<file path="src/rtl/vid_macros.svh">
// vram size and tiny display timing defines for the video controller

`ifndef VID_MACROS_SVH
`define VID_MACROS_SVH

// vram is word addressed
`define VID_VRAM_AW         10      // 1024 words

// horizontal timing in pixel clocks
`define VID_H_ACTIVE        16
`define VID_H_TOTAL         24
`define VID_H_SYNC_START    18      // hsync high 18..20
`define VID_H_SYNC_END      21

// vertical timing in lines
`define VID_V_ACTIVE        8
`define VID_V_TOTAL         12
`define VID_V_SYNC_START    9       // vsync high on line 9 only
`define VID_V_SYNC_END      10

`define VID_PAL_SIZE        16      // palette entries

`endif

</file>
<file path="src/rtl/vid_pkg.sv">
// vid_pkg with vector typedefs, register numbers, regs state enum and packed structs

`default_nettype none

`include "vid_macros.svh"

package vid_pkg;

typedef logic [15:0]               word_t;       // vram / register word
typedef logic [`VID_VRAM_AW-1:0]   vram_addr_t;
typedef logic [11:0]               rgb_t;        // red in [11:8]
typedef logic [3:0]                pal_idx_t;
typedef logic [3:0]                reg_num_t;
typedef logic [1:0]                intr_t;       // [0] vblank, [1] software
typedef logic [4:0]                hcount_t;
typedef logic [3:0]                vcount_t;

typedef enum logic [1:0] {
    RS_IDLE,                                     // no vram access pending
    RS_REQ,                                      // req high, waiting for ack
    RS_DONE                                      // req dropped, waiting for ack low
} regs_state_t;

typedef struct packed {
    logic       wr;                              // 1 = write, 0 = read
    vram_addr_t addr;
    word_t      data;
} vram_req_t;

typedef struct packed {
    logic     en;                                // one cycle write strobe
    pal_idx_t idx;
    rgb_t     rgb;
} pal_wr_t;

typedef struct packed {
    logic       en;                              // fetch slot
    vram_addr_t addr;
} fetch_t;

typedef struct packed {
    logic hs;
    logic vs;
    logic de;                                    // display enable
} sync_t;

// cpu register numbers
localparam reg_num_t REG_WR_ADDR = 4'd0;
localparam reg_num_t REG_WR_DATA = 4'd1;
localparam reg_num_t REG_RD_ADDR = 4'd2;
localparam reg_num_t REG_RD_DATA = 4'd3;
localparam reg_num_t REG_INTR    = 4'd4;
localparam reg_num_t REG_PAL     = 4'd5;
localparam reg_num_t REG_STATUS  = 4'd7;

endpackage

`default_nettype wire

</file>
<file path="src/rtl/video_timing.sv">
// video_timing: h/v counters, sync and enable decode, fetch slots and frame strobe

`default_nettype none

`include "vid_macros.svh"

module video_timing (
    input  wire logic       clk,
    input  wire logic       reset_i,
    output vid_pkg::sync_t  sync_o,
    output vid_pkg::fetch_t fetch_o,
    output logic            frame_o        // start of first blank line
);

import vid_pkg::*;

hcount_t    h_q;
vcount_t    v_q;
vram_addr_t fetch_addr_q;  // linear, raster order
logic       h_last;
logic       v_last;
logic       de;

assign h_last = (h_q == hcount_t'(`VID_H_TOTAL - 1));
assign v_last = (v_q == vcount_t'(`VID_V_TOTAL - 1));

always_ff @(posedge clk) begin
    if (reset_i) begin
        h_q <= '0;
        v_q <= '0;
    end else if (h_last) begin
        h_q <= '0;
        v_q <= v_last ? '0 : v_q + 1'b1;
    end else begin
        h_q <= h_q + 1'b1;
    end
end

assign de = (h_q < hcount_t'(`VID_H_ACTIVE)) && (v_q < vcount_t'(`VID_V_ACTIVE));

assign sync_o.hs = (h_q >= hcount_t'(`VID_H_SYNC_START)) && (h_q < hcount_t'(`VID_H_SYNC_END));
assign sync_o.vs = (v_q >= vcount_t'(`VID_V_SYNC_START)) && (v_q < vcount_t'(`VID_V_SYNC_END));
assign sync_o.de = de;

// one word per four pixels
assign fetch_o.en   = de && (h_q[1:0] == 2'b00);
assign fetch_o.addr = fetch_addr_q;

assign frame_o = (v_q == vcount_t'(`VID_V_ACTIVE)) && (h_q == '0);

always_ff @(posedge clk) begin
    if (reset_i) begin
        fetch_addr_q <= '0;
    end else if (frame_o) begin
        fetch_addr_q <= '0;                    // all fetches done, rewind for next frame
    end else if (fetch_o.en) begin
        fetch_addr_q <= fetch_addr_q + 1'b1;
    end
end

endmodule

`default_nettype wire

</file>
<file path="config.mk">
export PLATFORM = sky130hd
export DESIGN_NAME = video_timing
export DESIGN_NICKNAME = d
export VERILOG_FILES = /design/src/rtl/vid_pkg.sv /design/src/rtl/video_timing.sv
export VERILOG_INCLUDE_DIRS = /design/src /design/src/rtl
export SDC_FILE = /design/constraint.sdc
export NUM_CORES = 1
export LEC_CHECK = 0
export BUFFER_PORTS_ARGS = -buffer_cell sky130_fd_sc_hd__buf_2
export CAP_MARGIN = 40
export CORE_UTILIZATION = 35
export CTS_BUF_LIST = sky130_fd_sc_hd__clkbuf_16
export CTS_CLUSTER_DIAMETER = 80
export DETAILED_ROUTE_END_ITERATION = 10
export PLACE_DENSITY = 0.5
export SLEW_MARGIN = 20
export SYNTH_ARGS = -nofsm -noshare
export SYNTH_HDL_FRONTEND = slang
export SYNTH_SLANG_ARGS = --single-unit
</file>
<file path="constraint.sdc">
create_clock -name clk -period 2.84 [get_ports clk]
set_input_delay 0.426 -clock clk [delete_from_list [all_inputs] [get_ports clk]]
set_output_delay 0.426 -clock clk [all_outputs]
set_load 0.02 [all_outputs]
</file>
## Word-level counts from Yosys, hierarchy flattened

Index checks and enable logic that the tools add are counted.

- Memory bits (writable): 0
- Latch bits: 0
- Logic and storage cells: 25
- Register bits: 19
- Bits in read-only memories: 0
- Memories kept: 0

- Multipliers: 0
- Bitwise operators: 0
- Reduce and logical (&&, ||, !) cells: 9
- Multiplexer cells: 1
- Order comparisons: 6
- Shifts and indexed selects: 0
- Add/sub/neg operators: 3
- Eq/ne operators: 3
- Divide/modulo/power cells: 0

Operator list:

| kind | count |
|---|---|
| adder 10 x 1 -> 10 bit, second input constant | 1 |
| less-than comparator 5 bit, second input constant | 2 |
| equality test 4 bit, second input constant | 2 |
| less-than comparator 4 bit, second input constant | 2 |
| adder 5 x 1 -> 5 bit, second input constant | 1 |
| equality test 5 bit, second input constant | 1 |
| >= comparator 5 bit, second input constant | 1 |
| logical AND 1 bit | 5 |
| logical NOT 5 bit | 1 |
| adder 4 x 1 -> 4 bit, second input constant | 1 |
| >= comparator 4 bit, second input constant | 1 |
| two-way mux 4 bit | 1 |
| OR reduction 2 bit | 2 |
| logical NOT 2 bit | 1 |

## Longest topological paths before layout

- Word-level depth: 3
- Gate-level depth with buffers: 7

## Worst setup path before layout

OpenSTA, ideal clock, no wires.

- Kind: register to output
- Start point: register h_q[0]
- End point: output port frame_o
- Path slack: 922 ps
- Data arrival time: 1492 ps
- Cell stages (with the launch flop): 5
- Buffers on the path: 0
- Data required time: 2414 ps
- Cell sequence: dfxtp_1 -> inv_1 -> ha_1 -> or4b_2 -> nor2_1

- Word-level cells in the longest chain between the ends: 2

RTL lines:

| item | line | RTL |
|---|---|---|
| start, declared | video_timing.sv:17 | `hcount_t h_q;` |
| start signal, assigned | video_timing.sv:35 | `h_q <= h_q + 1'b1;` |
| logical NOT 5 bit | video_timing.sv:49 | `` assign frame_o = (v_q == vcount_t'(`VID_V_ACTIVE)) && (h_q == '0); `` |
| logical AND 1 bit | video_timing.sv:49 |  |
| end, declared | video_timing.sv:12 | `output logic frame_o` |

Every way passes these cells.

## Final worst setup path

Same ends and word-level chain as after synthesis.

==> out/results.tsv <==
metric	value	unit
timing.critical_path.cells	inv_1 > ha_1 > or4b_2 > nor2_1 > buf_2	
cts_post_setup_buffers_inserted	0	
synth_compound_gate_area_share	15.8	%
finalInstanceArea	1180	um^2
grt_start_max_net_pins	13	
synth.ff_latch_count	19	
sequential_cell_area	380	um^2
place_area	1100	um^2
antenna_diodes	0	
cts_num_sinks	19	
clk_root_buffer_cell	clkbuf_16	
gr-usage-all-layers	13.9	%
floorplan.die.height	55.8	um
routed-wl-met2	961	um
critical_path.max_stage_delay	0.66	ns
cts_resized	0	
place.detailed.hpwl	1410	um
synth.top_cells.by_area	dfxtp_1 37%, ha_1 8.6%, a21oi_1 5.9%, nand2_1 4.1%, nand3_1 3.0%	
timing.critical_path.slowest_stage_cell	or4b_2	
power_density	536	nW/um^2
rows	19	
ff2ff_setup_slack	0.99	ns
clock_tree.htree_level_count	1	
area_growth_syn_to_layout	16.0	%
pre_cts_ws	0.871	ns
synthesis.yosys.warnings	0	
num-nets-final	143	
antenna_violating_nets_post_route	0	
post_synthesis_simple_gate_area_fraction	27.1	%
metal_1_wl	896	um
finalHoldViolations	0	
drtPass1Iterations	4	
synth-seq-area-share	37.5	%
dieArea	3120	um^2
p_leak	0.450	nW
number_of_global_route_vias_before_repair	808	
fillers	285	
worstMarginPinSlew	0.404	ns
outcome	complete, no violations	
async_reset_ff_share	0	%
multi_input_area	568	um^2
top_layer_used	met4	
maximum_achievable_frequency	452	MHz
timing.clock.skew	0.00430	ns
cts_hold_buffers	0	
cpLargestDelayFamily	simple AND/OR/NAND/NOR gates	
io_buffer_count	16	
synthesized_area_divided_by_synthesized_cell_count	8.53	um^2
synth_top_flop_cell	dfxtp_1	
via_per_inst	5.40	
num_io_pins	17	
initial_antenna_violation_count	0	
routed_wirelength	1960	um
wire_length_of_the_first_global_routing_pass	3480	um
dr_wl_met3	85	um
cts_made_buffers	3	
layout-drive-gt1-share	18.8	%
clk_path_buf_depth	2	
setup_slack	0.625	ns
core	2760	um^2
initial_core_util	36.8	%
synth_xor_xnor_area_share	3.45	%
critPathBufInv	2	
crit_arrival	1.79	ns
die_w	55.8	um
detail_route.iter0.violations	21	
via_count	886	
yosys.cell_types.count	36	
synthAdderAreaFrac	8.63	%
clk_pin_slew	0.06	ns
synth_top_cell_area_share	37.5	%
drt-wirelength-per-cell	12.0	um
period_share	78.0	%
hold_path.class	flop to flop	
rsz0062_at_grt	false	
maximum_vdd_drop	0.510	mV
remaining_drc_errors	0	
synth_nets	128	
largest_area_contributor_in_the_netlist	dfxtp_1	
timing.final.crit_period	2.21	ns
synth.cell_area	1010	um^2
setup.worst_path.end_class	output pin	
path_max_fanout	5	
clock_insertion_delay_worst_skew	0.25	ns
worstSetupPathType	flop to output pin	
relSlewSlack	73.1	%
drv_cap	0	
finalWeightedCongestion	0.778	
synth_enable_flop_cells	0	
tritoncts	yes	
timing.final.setup_violations	0	
muxShareOfSynthArea	0.986	%
postSynthCellCount	119	
critical_path_required	2.41	ns
dominant_combinational_cell_family_by_area_after_synthesis	simple AND/OR/NAND/NOR gates	
worst_setup_path_start_kind	flop	
grt.overflow.total	0	
fin_setup_tns	0	ns
slew_violations	0	
==> cells by family after synthesis <==
group,after synthesis
mux,1
xor+xnor,4
compound gates,26
fa+ha+maj,7
flops,19
buf+inv,14
simple gates,48
==> metrics by stage <==
| step | hold slack, ns | instances | utilization (%) | total power [mW] |
|---|---|---|---|---|
| after floorplan | 0.466 | 119 | - | 0.336 |
| after global placement | 0.479 | 160 | 39.8 | 0.350 |
| after detailed placement | 0.487 | 160 | 39.8 | 0.351 |
| after CTS | 0.495 | 164 | 42.7 | 0.642 |
| after global routing | 0.515 | 164 | 42.7 | 0.662 |
| final | 0.492 | 164 | 42.7 | 0.631 |
==> sequential cells by signal, indices dropped and copies added (netlist names) <==
name and flops:
h_q 5, v_q 4, fetch_addr_q 10
==> worst paths after layout <==
| check | from | end | cells after the start |
|---|---|---|---|
| max | h_q[0]$_SDFF_PP0_ | frame_o | 5 |
| min | fetch_addr_q[1]$_SDFFE_PP0P_ | fetch_addr_q[1]$_SDFFE_PP0P_ | 2 |
| max reg2reg | h_q[0]$_SDFF_PP0_ | fetch_addr_q[0]$_SDFFE_PP0P_ | 5 |
| min reg2reg | fetch_addr_q[1]$_SDFFE_PP0P_ | fetch_addr_q[1]$_SDFFE_PP0P_ | 2 |
==> layout by cell type, fill, tap and decap left out, types with 3 or more instances in the layout <==
cell,count
buf_2,16
inv_1,8
o31ai_1,3
ha_1,7
nor3b_1,3
or4_1,3
nand3_1,6
o21ai_0,6
clkbuf_16,3
nand2_1,11
dfxtp_1,19
a21oi_1,12
nor2_1,8
==> per-layer routing <==
metal / global-route usage, % / vias to the layer above
met1: 16.2 / 415
met3: 4.42 / 2
met2: 24.1 / 16
li1: - / 453
met5: 0 / -
met4: 4.88 / 0
==> cell usage after synthesis, drive strengths merged (2+ instances only) <==
library cell and instances:
a21oi 12, buf 4, clkbuf 2, dfxtp 19
ha 7, inv 8, nand2 11, nand3 6
nand4 2, nand4b 2, nor2 8, nor3 2
nor3b 3, o21ai 6, o31ai 3, or3 3
or4 4, xnor2 2, xor2 2
==> layout make-up <==
type / count / share of cell area [%]
clock buffers: 3 / 6.38
clock inverters: 1 / 0.425
inverters: 8 / 2.55
multi-input cells: 86 / 48.2
flip-flops and latches: 19 / 32.3
well taps: 31 / 3.29
repair buffers: 16 / 6.80
==> where the power goes <==
group / leakage (nW) / internal, mW / switching [mW]
logic: 0.255 / 0.0226 / 0.0344
registers: 0.154 / 0.276 / 0.0112
clock network: 0.0409 / 0.189 / 0.0983
==> worst reg2reg max path, stage by stage, from the launching register on <==
cell      delay [ns]
dfxtp_1         0.34
inv_1           0.07
ha_1            0.17
or4b_2          0.66
o21bai_2        0.40
nor2_1          0.09
(Power assumes the default switching activity.)
