[config.mk]
export PLATFORM = sky130hd
export DESIGN_NAME = pixel_out
export DESIGN_NICKNAME = d
export VERILOG_FILES = /design/src/rtl/vid_pkg.sv /design/src/rtl/pixel_out.sv
export VERILOG_INCLUDE_DIRS = /design/src /design/src/rtl
export SDC_FILE = /design/constraint.sdc
export NUM_CORES = 1
export LEC_CHECK = 0
export ABC_AREA = 1
export BUFFER_PORTS_ARGS = -buffer_cell sky130_fd_sc_hd__clkbuf_2
export CAP_MARGIN = 40
export CORE_MARGIN = 2
export CORE_UTILIZATION = 48
export DETAILED_ROUTE_END_ITERATION = 8
export PLACE_DENSITY_LB_ADDON = 0.05
export SLEW_MARGIN = 5
export SYNTH_ARGS = -nofsm -noshare
export SYNTH_HDL_FRONTEND = slang
export SYNTH_SLANG_ARGS = --single-unit
[constraint.sdc]
create_clock -name clk -period 1.1 [get_ports clk]
set_input_delay 0.055 -clock clk [delete_from_list [all_inputs] [get_ports clk]]
set_output_delay 0.055 -clock clk [all_outputs]
set_load 0.02 [all_outputs]
[src/rtl/vid_macros.svh]
// vram size and tiny display timing defines for the video controller

`ifndef VID_MACROS_SVH
`define VID_MACROS_SVH

// vram is word addressed
`define VID_VRAM_AW         10      // 1024 words

// horizontal timing in pixel clocks
`define VID_H_ACTIVE        16
`define VID_H_TOTAL         24
`define VID_H_SYNC_START    18      // hsync high 18..20
`define VID_H_SYNC_END      21

// vertical timing in lines
`define VID_V_ACTIVE        8
`define VID_V_TOTAL         12
`define VID_V_SYNC_START    9       // vsync high on line 9 only
`define VID_V_SYNC_END      10

`define VID_PAL_SIZE        16      // palette entries

`endif

[src/rtl/vid_pkg.sv]
// vid_pkg with vector typedefs, register numbers, regs state enum and packed structs

`default_nettype none

`include "vid_macros.svh"

package vid_pkg;

typedef logic [15:0]               word_t;       // vram / register word
typedef logic [`VID_VRAM_AW-1:0]   vram_addr_t;
typedef logic [11:0]               rgb_t;        // red in [11:8]
typedef logic [3:0]                pal_idx_t;
typedef logic [3:0]                reg_num_t;
typedef logic [1:0]                intr_t;       // [0] vblank, [1] software
typedef logic [4:0]                hcount_t;
typedef logic [3:0]                vcount_t;

typedef enum logic [1:0] {
    RS_IDLE,                                     // no vram access pending
    RS_REQ,                                      // req high, waiting for ack
    RS_DONE                                      // req dropped, waiting for ack low
} regs_state_t;

typedef struct packed {
    logic       wr;                              // 1 = write, 0 = read
    vram_addr_t addr;
    word_t      data;
} vram_req_t;

typedef struct packed {
    logic     en;                                // one cycle write strobe
    pal_idx_t idx;
    rgb_t     rgb;
} pal_wr_t;

typedef struct packed {
    logic       en;                              // fetch slot
    vram_addr_t addr;
} fetch_t;

typedef struct packed {
    logic hs;
    logic vs;
    logic de;                                    // display enable
} sync_t;

// cpu register numbers
localparam reg_num_t REG_WR_ADDR = 4'd0;
localparam reg_num_t REG_WR_DATA = 4'd1;
localparam reg_num_t REG_RD_ADDR = 4'd2;
localparam reg_num_t REG_RD_DATA = 4'd3;
localparam reg_num_t REG_INTR    = 4'd4;
localparam reg_num_t REG_PAL     = 4'd5;
localparam reg_num_t REG_STATUS  = 4'd7;

endpackage

`default_nettype wire

[src/rtl/pixel_out.sv]
// pixel_out: nibble shifter, palette ram and aligned rgb and sync output stage

`default_nettype none

`include "vid_macros.svh"

module pixel_out (
    input  wire logic             clk,
    input  wire logic             reset_i,
    input  wire vid_pkg::sync_t   sync_i,
    input  wire logic             fetch_en_i,
    input  wire vid_pkg::word_t   fetch_data_i,
    input  wire vid_pkg::pal_wr_t pal_wr_i,
    output vid_pkg::rgb_t         rgb_o,
    output vid_pkg::sync_t        sync_o
);

import vid_pkg::*;

rgb_t     pal_mem [`VID_PAL_SIZE];
logic     load_q;       // fetched word arrives this cycle
word_t    shift_q;      // remaining nibbles of the word
pal_idx_t nibble;
pal_idx_t idx_q;
sync_t    sync_d1;
sync_t    sync_d2;

// high nibble straight from vram on the load cycle
assign nibble = load_q ? fetch_data_i[15:12] : shift_q[15:12];

always_ff @(posedge clk) begin
    shift_q <= load_q ? {fetch_data_i[11:0], 4'h0} : {shift_q[11:0], 4'h0};
    idx_q   <= nibble;
    rgb_o   <= sync_d2.de ? pal_mem[idx_q] : '0;      // black in blanking
end

always_ff @(posedge clk) begin
    if (pal_wr_i.en) begin
        pal_mem[pal_wr_i.idx] <= pal_wr_i.rgb;
    end
end

// sync rides along three stages
always_ff @(posedge clk) begin
    if (reset_i) begin
        load_q  <= 1'b0;
        sync_d1 <= '0;
        sync_d2 <= '0;
        sync_o  <= '0;
    end else begin
        load_q  <= fetch_en_i;
        sync_d1 <= sync_i;
        sync_d2 <= sync_d1;
        sync_o  <= sync_d2;
    end
end

endmodule

`default_nettype wire

# Word-level counts from Yosys, hierarchy flattened
# Memory sizes are Yosys's and may differ from the RTL's. A register that Yosys moved wholly into a read port is not among the register bits.
# Cells that the tools add are included.
[word_totals] ff_bits=30 ram_bits=192 in_bits=39 out_inout_bits=15 elab_cells=18 mem_count=1
[op_classes] n_mux=4 n_reduce_logical=1
[memory_table] name="pal_mem" depth=16 word_bits=12 read_ports=1 rd_clocked_by_memory_dff=1 wr=1 line="pixel_out.sv:20" text="rgb_t pal_mem [`VID_PAL_SIZE];"
[ops] operator="2-to-1 mux 16 bit" count=1
[ops] operator="2-to-1 mux 4 bit" count=1
[ops] operator="2-to-1 mux 1 bit" count=2
[ops] operator="logical NOT 1 bit" count=1

# Depth between registers and ports, before layout
# Gate-level depths: netlist of run 1.
[depth] word_depth=2 mapped_depth=9 ltp_nobuf=7

# Worst setup path before layout of run 1
# No wires, ideal clock.
[synth_path] kind="register to register" start="register load_q" end="register shift_q[10]" setup_time_ns=0.121 arrival_time_ns=1.098 t_required_ns=0.979 slack_ns=-0.119 path_stages_with_launch=4 path_buffers=2 period_less_slack_ns=1.219 path_cell_list="dfxtp_1 clkbuf_1 buf_2 mux2_2"
[synth_between] elab_chain_cells=1
[synth_rtl] item="start, declared" line="pixel_out.sv:21" text="logic load_q;"
[synth_rtl] item="start signal, assigned" line="pixel_out.sv:51" text="load_q <= fetch_en_i;"
[synth_rtl] item="2-to-1 mux 16 bit" line="pixel_out.sv:32" text="shift_q <= load_q ? {fetch_data_i[11:0], 4'h0} : {shift_q[11:0], 4'h0};"
[synth_rtl] item="end signal, assigned" line="pixel_out.sv:32"
[synth_rtl] item="end, declared" line="pixel_out.sv:22" text="word_t shift_q;"
# Every way passes these cells.
# A chain may end at the register's enable or synchronous reset.

==> impl_metrics.yaml, run 1 <==
setup_path:
  cpPeakStageDelay_ns: 0.44
  cp_cell_sequence: "inv_8, buf_12, buf_16, nand2_2, nand2_1, nand2_1, nand3_1, nand3_1, a21oi_1"
  crit_fanout: 11
  crit_arrival_ns: 1.73
  crit_type: "flip-flop to flip-flop"
  end_kind: "flip-flop"
  cp_slowest_cell: "dfxtp_4"
  crit_required_ns: 1.50
  cp_top_family: "flip-flops"
  cp-start-kind: "flip-flop"
  crit_buf_inv: 3
route:
  viasPerCell: 5.04
  routed_wl_mm: 22.4
  drc: 0
  drt_iter0_markers: 409
  vias: 6238
  drtPass1Iterations: 5
  wl_per_cell_um: 18.1
  antenna_left: 0
synthesis:
  synth-seq-cells: 230
  synth_area_mm2: 0.00923
  synth_cell_types: 14
  syn_nets: 900
  yosys_warnings: 0
  synth_cells: 861
  synth_area_per_cell_um2: 10.7
  ys_seq_area_share_pct: 70.7
layout:
  diodes: 0
  areaGrowthSynthToFinish_pct: 27.0
  fin_util_pct: 62.4
  nets: 1026
  drive_gt1_share_pct: 20.5
power_and_ir_drop:
  p_per_area_mw_per_mm2: 1690
  p_leak_nw: 5.01
  ir_worst_vdd_uv: 1350
status:
  violations: "negative setup slack"
  outcome: "finished, violations left"
global_route:
  grt_usage_pct: 22.4
  grt_max_degree: 25
  antenna_found_initial: 0
  grt_pass1_vias: 6113
  grt_first_pass_wirelength_mm: 34.4
  gr-total-overflow: 0
clock_network:
  cts_tree: "built"
  htree_levels: 1
  ctsLongestPathBuffers: 3
  clkTransAtPathRegs_ns: 0.06
  cts_buffers: 24
  cts.sinks: 230
  cts_root_buf: "clkbuf_16"
  insertion_delay_ns: 0.51
sta:
  hold_slack_ns: 0.0156
  worst_pin_slew_ns: 0.400
  postLayoutSetupSlackWorst_ns: -0.237
  rsz0062_at_grt: "yes"
  final-hold-violation-count: 0
  fmax_ghz: 0.748
  maxSlewViolCount: 0
  finClkSkew_ns: 0.0110
  period_share_pct: 122
  max_slew_margin_pct: 73.3
  fin_crit_ns: 1.34
  finalSetupViolCount: 12
floorplanning:
  die_h_um: 143
  rows: 50
  io_pins: 54
  initial_core_util_pct: 49.2
  core-area_mm2: 0.0188
  die_area_mm2: 0.0204
  die_w_um: 143
worst_hold_path:
  min_path_type: "input pin to flip-flop"
placed_design:
  port_buffers: 53
  dp_hpwl_mm: 13.4
  place.gp.congestion: 0.806
flow_run:
  maxCapViolations: 0
==> layout make-up <==
type                    count  area, µm²
clock inverters            13       75.1
inverters                 117        450
clock buffers              29        662
multi-input cells         472       2200
flip-flops and latches    230       6540
repair buffers            142       1500
fillers                  1483       7050
well taps                 234        293
==> flip-flops by register name, indices dropped and copies added, names as in the netlist <==
signal and cells:
sync_d2 3, load_q 1, rgb_o 12, pal_mem 192, sync_o 3, shift_q 12, idx_q 4, sync_d1 3
==> path summary, 6_finish.rpt <==
| path | startpoint | end | slack, ns | cells after the start |
|---|---|---|---|---|
| worst max-delay path | idx_q[0] | rgb_o[0] | -0.24 | 9 |
| worst min-delay path | pal_wr_i[6] | pal_mem[8][6] | 0.02 | 1 |
| worst max register to register | idx_q[0] | rgb_o[0] | -0.24 | 9 |
| worst min register to register | sync_d2[2] | sync_o[2] | 0.41 | 2 |
==> metrics by stage <==
step	setup TNS [ns]	instances	instance area [µm²]	power [W]	setup WS [ns]
after floorplan	-9.64	861	9270	0.0111	-0.0704
after global placement	-3.48	1153	10200	0.0118	-0.214
after detailed placement	-4.63	1153	10200	0.0119	-0.236
after CTS	-2.32	1231	11500	0.0198	-0.218
after global routing	-3.34	1237	11700	0.0205	-0.296
final	-2.46	1237	11700	0.0198	-0.237
==> per-layer routing <==
metal / up-vias / routed length, µm / GRT usage (%) / share of wire, %
li1: 3058 / - / - / -
met1: 2957 / 10100 / 31.7 / 45
met2: 184 / 10600 / 36.0 / 47
met3: 39 / 1320 / 4.12 / 5.9
met4: 0 / 430 / 5.84 / 1.9
met5: - / 0 / 0 / 0
==> cells in the mapped netlist <==
| library cell | n | area share (%) |
|---|---|---|
| inv_2 | 1 | 0.041 |
| buf_2 | 20 | 1.1 |
| a21oi_1 | 12 | 0.65 |
| clkbuf_1 | 8 | 0.33 |
| nand2_1 | 298 | 12 |
| nor2_1 | 28 | 1.1 |
| buf_1 | 6 | 0.24 |
| buf_4 | 2 | 0.16 |
| edfxtp_1 | 192 | 62 |
| inv_1 | 116 | 4.7 |
| buf_6 | 6 | 0.73 |
| dfxtp_1 | 38 | 8.2 |
| nand3_1 | 122 | 6.6 |
| mux2_2 | 12 | 1.5 |
==> layout by cell type, fill, tap and decap left out, types with 3 or more instances in the layout <==
cell / instances
nand2_2: 5
clkbuf_1: 3
a21oi_2: 4
clkinvlp_4: 5
clkinv_1: 3
nor2_1: 28
buf_12: 26
a21oi_1: 8
buf_8: 3
dfxtp_1: 34
edfxtp_1: 192
dlygate4sd3_1: 28
clkbuf_2: 48
mux2_2: 12
nand3_1: 93
buf_4: 26
clkinv_2: 5
buf_16: 5
clkbuf_16: 28
nand2_1: 293
inv_1: 115
nand3_2: 29
==> where the power goes <==
group / internal, W / leakage [nW] / switching, W
sequential: 0.00966 / 2.05 / 0.0000907
combinational: 0.00105 / 2.60 / 0.00143
clock: 0.00428 / 0.353 / 0.00326
total: 0.0150 / 5.01 / 0.00478
==> what timing repair did <==
| action | CTS | global route |
|---|---|---|
| hold buffers | 28 | 0 |
| buffers inserted | 3 | 4 |
| gates resized for setup | 39 | 28 |
| hold endpoints to repair | 53 | 0 |
| endpoints found under the setup margin | 14 | 17 |
| gates cloned | 5 | 2 |
| pin swaps | 7 | 4 |
==> kinds of logic (layout without fill, tap and decap cells) <==
| kind of cell | after synthesis | count (layout) | share of synthesized area [%] |
|---|---|---|---|
| compound gates | 12 | 12 | 0.651 |
| buf+inv | 159 | 301 | 7.31 |
| flops | 230 | 230 | 70.7 |
| mux | 12 | 12 | 1.46 |
| simple gates | 448 | 448 | 19.9 |
No activity file was read; power rests on OpenSTA's default activity.
==> inputs of run 2 (changes only) <==
--- a/config.mk
+++ b/config.mk
@@ -6,7 +6,6 @@
 export SDC_FILE = /design/constraint.sdc
 export NUM_CORES = 1
 export LEC_CHECK = 0
-export ABC_AREA = 1
 export BUFFER_PORTS_ARGS = -buffer_cell sky130_fd_sc_hd__clkbuf_2
 export CAP_MARGIN = 40
 export CORE_MARGIN = 2
==> impl_metrics.yaml, run 2 <==
worst_hold_path:
  holdPathStages: 1
  hold-path-endpoint: "pal_mem[12][0]"
  worstHoldStart: "pal_wr_i[0]"
  min_path_type: "input pin to flip-flop"
placed_design:
  dp_cells: 775
  dp_hpwl_mm: 12.2
  place_area_mm2: 0.00981
  place.gp.congestion: 0.782
  port_buffers: 53
  place_worst_setup_slack_ns: -0.510
route:
  vias: 4668
  antenna_left: 0
  viasPerCell: 5.42
  drtPass1Iterations: 6
  drc: 0
  wl_per_cell_um: 22.0
  routed_wl_mm: 19.0
  drt_iter0_markers: 377
synthesis:
  synth_top_area_share_pct: 67.4
  yosys_warnings: 0
  syn_nets: 485
  yosys.area.top_type: "edfxtp_1"
  synth_cells: 446
  synth_cell_types: 30
  synth-seq-cells: 230
  ys_seq_area_share_pct: 76.3
  synthTopCellsByCount: "edfxtp_1, mux2i_1, dfxtp_1"
  synthTopCellsByArea: "edfxtp_1, dfxtp_1, mux2i_1"
  synthArstFlopShare_pct: 0
  yosysMostFrequentCell: "edfxtp_1"
  synth_edf_count: 192
  synth_area_per_cell_um2: 19.2
  ys.flop_type: "edfxtp_1"
  synth_area_mm2: 0.00856
clock_network:
  cts_buffers: 23
  cts.sinks: 230
  cts_tree: "built"
  htree_levels: 1
  ctsLongestPathBuffers: 3
  clkTransAtPathRegs_ns: 0.06
  insertion_delay_ns: 0.50
  cts_root_buf: "clkbuf_16"
floorplanning:
  die_w_um: 138
  core-area_mm2: 0.0174
  rows: 48
  die_h_um: 138
  die_area_mm2: 0.0189
  initial_core_util_pct: 49.3
  io_pins: 54
global_route:
  grt_pass1_vias: 4717
  grt_first_pass_wirelength_mm: 28.2
  grt_usage_pct: 20.9
  antenna_found_initial: 0
  gr-total-overflow: 0
  grt_max_degree: 17
layout:
  drive_gt1_share_pct: 37.4
  diodes: 0
  largestRegisters: "pal_mem: 192 flops, rgb_o: 12 flops, shift_q: 12 flops"
  largest_register_ff_count: 192
  layout_commonest_cell: "edfxtp_1"
  fin_cells: 861
  final_cell_mix: "edfxtp_1, buf_4, clkbuf_2"
  top_register: "pal_mem"
  nets: 658
  final_area_mm2: 0.0111
  areaGrowthSynthToFinish_pct: 29.7
sta:
  final-hold-violation-count: 0
  fmax_ghz: 0.654
  finClkSkew_ns: 0.0121
  fin_crit_ns: 1.53
  finalSetupViolCount: 12
  worst_pin_slew_ns: 0.396
  rsz0062_at_grt: "yes"
  postLayoutSetupSlackWorst_ns: -0.428
  period_share_pct: 139
  max_slew_margin_pct: 73.6
  maxSlewViolCount: 0
flow_run:
  maxCapViolations: 0
setup_path:
  startpoint: "idx_q[0]"
  crit_type: "flip-flop to flip-flop"
  end_kind: "flip-flop"
  rr_endpoint: "rgb_o[4]"
  rrSetupSlack_ns: -0.43
  cp_slowest_cell: "mux4_2"
  crit_required_ns: 1.49
  cp_cell_sequence: "buf_12, buf_12, mux4_2, o211ai_1, nand2_1"
  cp_top_family: "multiplexers"
  reg2reg_from: "idx_q[0]"
  reg2reg_depth: 5
  crit_arrival_ns: 1.91
  cpPeakStageDelay_ns: 0.48
  cpMostUsedCell: "buf_12"
  cp-start-kind: "flip-flop"
  crit_fanout: 7
  crit_buf_inv: 2
power_and_ir_drop:
  ir_worst_vdd_uv: 1330
  power_w: 0.0192
  p_per_area_mw_per_mm2: 1730
  p_leak_nw: 3.98
status:
  outcome: "finished, violations left"
  violations: "negative setup slack"
==> run 2: cell types whose count changed after synthesis, sizes merged, moves of 6 or more <==
| cell | previous run | this run |
|---|---|---|
| nand3 | 122 | 3 |
| a22oi | 0 | 15 |
| mux2i | 0 | 48 |
| and2 | 0 | 6 |
| o211ai | 0 | 10 |
| nor2b | 0 | 13 |
| nor2 | 28 | 13 |
| o21ai | 0 | 8 |
| mux4 | 0 | 24 |
| inv | 117 | 1 |
| a221oi | 0 | 8 |
| a21oi | 12 | 3 |
| buf | 34 | 15 |
| nand2 | 298 | 17 |
==> run 2: timing repair <==
| action | 4_1_cts | 5_1_grt |
|---|---|---|
| gates resized for setup | 20 | 14 |
| setup buffers | 1 | 9 |
| hold buffers | 35 | 0 |
| hold endpoints to repair | 186 | 0 |
| pin swaps | 4 | 7 |
| cloned | 0 | 0 |
| endpoints found under the setup margin | 15 | 16 |
==> run 2: cell families (layout without fill, tap and decap cells) <==
group,after synthesis,after routing,share of synthesized area (%)
and+or+nand+nor,61,61,3.54
DFF,230,230,76.3
buffers and inverters,22,212,2.21
AOI/OAI and AO/OA,49,49,4.15
muxes,84,84,13.8
==> run 2: stage by stage <==
stage          utilization [%]  TNS, ns  hold slack, ns
2_1_floorplan                -    -6.89           0.127
3_3_place_gp              56.5   -32.19           0.261
3_5_place_dp              56.5   -34.78           0.267
4_1_cts                   63.1    -4.73          0.0147
5_1_grt                   63.9    -5.40          0.0372
6_report                  63.9    -4.62          0.0254
==> run 2: per-layer routing <==
layer	GRT usage, %	part of all wire [%]	routed length [µm]
met2	35.4	50	9480
met1	29.1	44	8380
met3	2.91	3.9	736
met5	0	0	0
met4	4.52	1.9	369
==> run 2: worst max-delay path by stage <==
stage                          end  depth (start not counted)
after floorplan           rgb_o[0]                          5
after global placement    rgb_o[7]                          6
after detailed placement  rgb_o[8]                          5
after CTS                 rgb_o[4]                          5
after global routing      rgb_o[4]                          5
final                     rgb_o[4]                          5
==> run 2: worst register-to-register path: stages (launching register included) <==
cell and delay (ns):
dfxtp_4 0.40, buf_12 0.15, buf_12 0.13, mux4_2 0.49
o211ai_1 0.18, nand2_1 0.07
==> run 2: final cells by class <==
type / instances / area, µm²
flip-flops and latches: 230 / 6540
fillers: 1253 / 6260
multi-input cells: 194 / 1980
repair buffers: 169 / 1560
clock buffers: 31 / 636
well taps: 225 / 282
clock inverters: 11 / 106
inverters: 1 / 3.75
==> run 2: report_power, final <==
part           total (W)  internal (W)  switching, W  leakage (nW)
logic            0.00182      0.000934      0.000884          1.56
clock network    0.00758       0.00452       0.00306         0.370
registers        0.00976       0.00967     0.0000895          2.05
==> inputs of run 3 (changes only) <==
--- a/config.mk
+++ b/config.mk
@@ -10,6 +10,7 @@
 export CAP_MARGIN = 40
 export CORE_MARGIN = 2
 export CORE_UTILIZATION = 48
+export CTS_BUF_LIST = sky130_fd_sc_hd__clkbuf_4 sky130_fd_sc_hd__clkbuf_8 sky130_fd_sc_hd__clkbuf_16
 export DETAILED_ROUTE_END_ITERATION = 8
 export PLACE_DENSITY_LB_ADDON = 0.05
 export SLEW_MARGIN = 5
==> impl_metrics.yaml, run 3 (synthesis gave the netlist of run 2 again) <==
sta:
  fmax_ghz: 0.653
  finClkSkew_ns: 0.0138
  maxSlewViolCount: 0
  period_share_pct: 139
  max_slew_margin_pct: 74.0
  finalSetupViolCount: 12
  hold_slack_ns: 0.0263
  rsz0062_at_grt: "yes"
  final-hold-violation-count: 0
  fin_crit_ns: 1.53
  setup-tns-final_ns: -4.61
  worst_pin_slew_ns: 0.391
  postLayoutSetupSlackWorst_ns: -0.431
power_and_ir_drop:
  p_leak_nw: 4.00
  ir_worst_vdd_uv: 1400
  p_per_area_mw_per_mm2: 1740
  power_w: 0.0193
route:
  antenna_left: 0
  vias: 4640
  drtPass1Iterations: 5
  routed_wl_mm: 19.0
  drc: 0
  viasPerCell: 5.39
  wl_per_cell_um: 22.0
  drt_iter0_markers: 378
clock_network:
  cts.sinks: 230
  cts_root_buf: "clkbuf_16"
  cts_tree: "built"
  htree_levels: 1
  cts_buffers: 23
  insertion_delay_ns: 0.50
  clkTransAtPathRegs_ns: 0.06
  ctsLongestPathBuffers: 3
placed_design:
  dp_cells: 775
  place_worst_setup_slack_ns: -0.510
  port_buffers: 53
  place.gp.congestion: 0.782
  dp_hpwl_mm: 12.2
global_route:
  grt_usage_pct: 20.9
  grt_max_degree: 17
  grt_first_pass_wirelength_mm: 28.2
  gr-total-overflow: 0
  antenna_found_initial: 0
  grt_pass1_vias: 4722
layout:
  top_register: "pal_mem"
  final_cell_mix: "edfxtp_1, buf_4, clkbuf_2"
  fin_cells: 861
  layout_commonest_cell: "edfxtp_1"
  nets: 658
  largestRegisters: "pal_mem: 192 flops, rgb_o: 12 flops, shift_q: 12 flops"
  drive_gt1_share_pct: 38.2
  fillers: 1252
  largest_register_ff_count: 192
  areaGrowthSynthToFinish_pct: 29.9
  diodes: 0
floorplanning:
  initial_core_util_pct: 49.3
  io_pins: 54
  die_h_um: 138
  core-area_mm2: 0.0174
  rows: 48
  die_area_mm2: 0.0189
  die_w_um: 138
setup_path:
  cp_cell_sequence: "buf_12, buf_12, mux4_2, o211ai_1, nand2_1"
  crit_fanout: 7
  crit_buf_inv: 2
  cpMostUsedCell: "buf_12"
  cp-start-kind: "flip-flop"
  crit_type: "flip-flop to flip-flop"
  crit_required_ns: 1.48
  cp_top_family: "multiplexers"
  cpPeakStageDelay_ns: 0.48
  crit_arrival_ns: 1.91
  cp_slowest_cell: "mux4_2"
  end_kind: "flip-flop"
worst_hold_path:
  min_path_type: "input pin to flip-flop"
flow_run:
  maxCapViolations: 0
status:
  violations: "negative setup slack"
  outcome: "finished, violations left"
## run 3: cell counts in the layout (fill, tap and decap cells not counted)
No cell type changed its count.
## run 3: path summary, 6_finish.rpt
kind	from	endpoint	slack, ns	cells past startpoint
hold / removal	pal_wr_i[1]	pal_mem[7][1]	0.03	1
setup reg to reg	idx_q[0]	rgb_o[4]	-0.43	5
hold reg to reg	sync_d2[1]	sync_o[1]	0.44	1
setup / recovery	idx_q[0]	rgb_o[4]	-0.43	5
## run 3: worst reg2reg max path, stage by stage, from the launching register on
cell and delay, ns:
dfxtp_4 0.40, buf_12 0.14, buf_12 0.13, mux4_2 0.49, o211ai_1 0.18, nand2_1 0.07
## run 3: power breakdown
group | internal, W | switching [W]
sequential | 0.00967 | 0.0000901
clock | 0.00464 | 0.00306
combinational | 0.000934 | 0.000882
## run 3: metrics by stage
step	cell area [µm²]	utilization, %
2_1_floorplan	8660	-
5_1_grt	11100	64.0
4_1_cts	11000	63.2
3_5_place_dp	9810	56.5
3_3_place_gp	9810	56.5
6_report	11100	64.0
## run 3: layout make-up
| class | instances | area [µm²] | area share [%] |
|---|---|---|---|
| multi-input cells | 194 | 1980 | 17.8 |
| flip-flops and latches | 230 | 6540 | 58.8 |
| inverters | 1 | 3.75 | 0.0338 |
| clock buffers | 31 | 654 | 5.89 |
| well taps | 225 | 282 | 2.53 |
| repair buffers | 169 | 1560 | 14.0 |
| clock inverters | 11 | 106 | 0.957 |
## run 3: metal layers
| metal | up-vias | track usage [%] | share of wire [%] |
|---|---|---|---|
| met5 | - | 0 | 0 |
| met4 | 0 | 4.52 | 1.9 |
| met3 | 30 | 2.87 | 3.8 |
| met2 | 107 | 35.4 | 50 |
| met1 | 2368 | 29.1 | 45 |
| li1 | 2135 | - | - |
## run 3: what timing repair did
action                                 CTS  global route
gates resized for setup                 20            14
endpoints found under the hold margin  186             0
hold buffers                            35             0
pin swaps                                4             7
setup buffers                            1             9
setup endpoints to repair               15            16
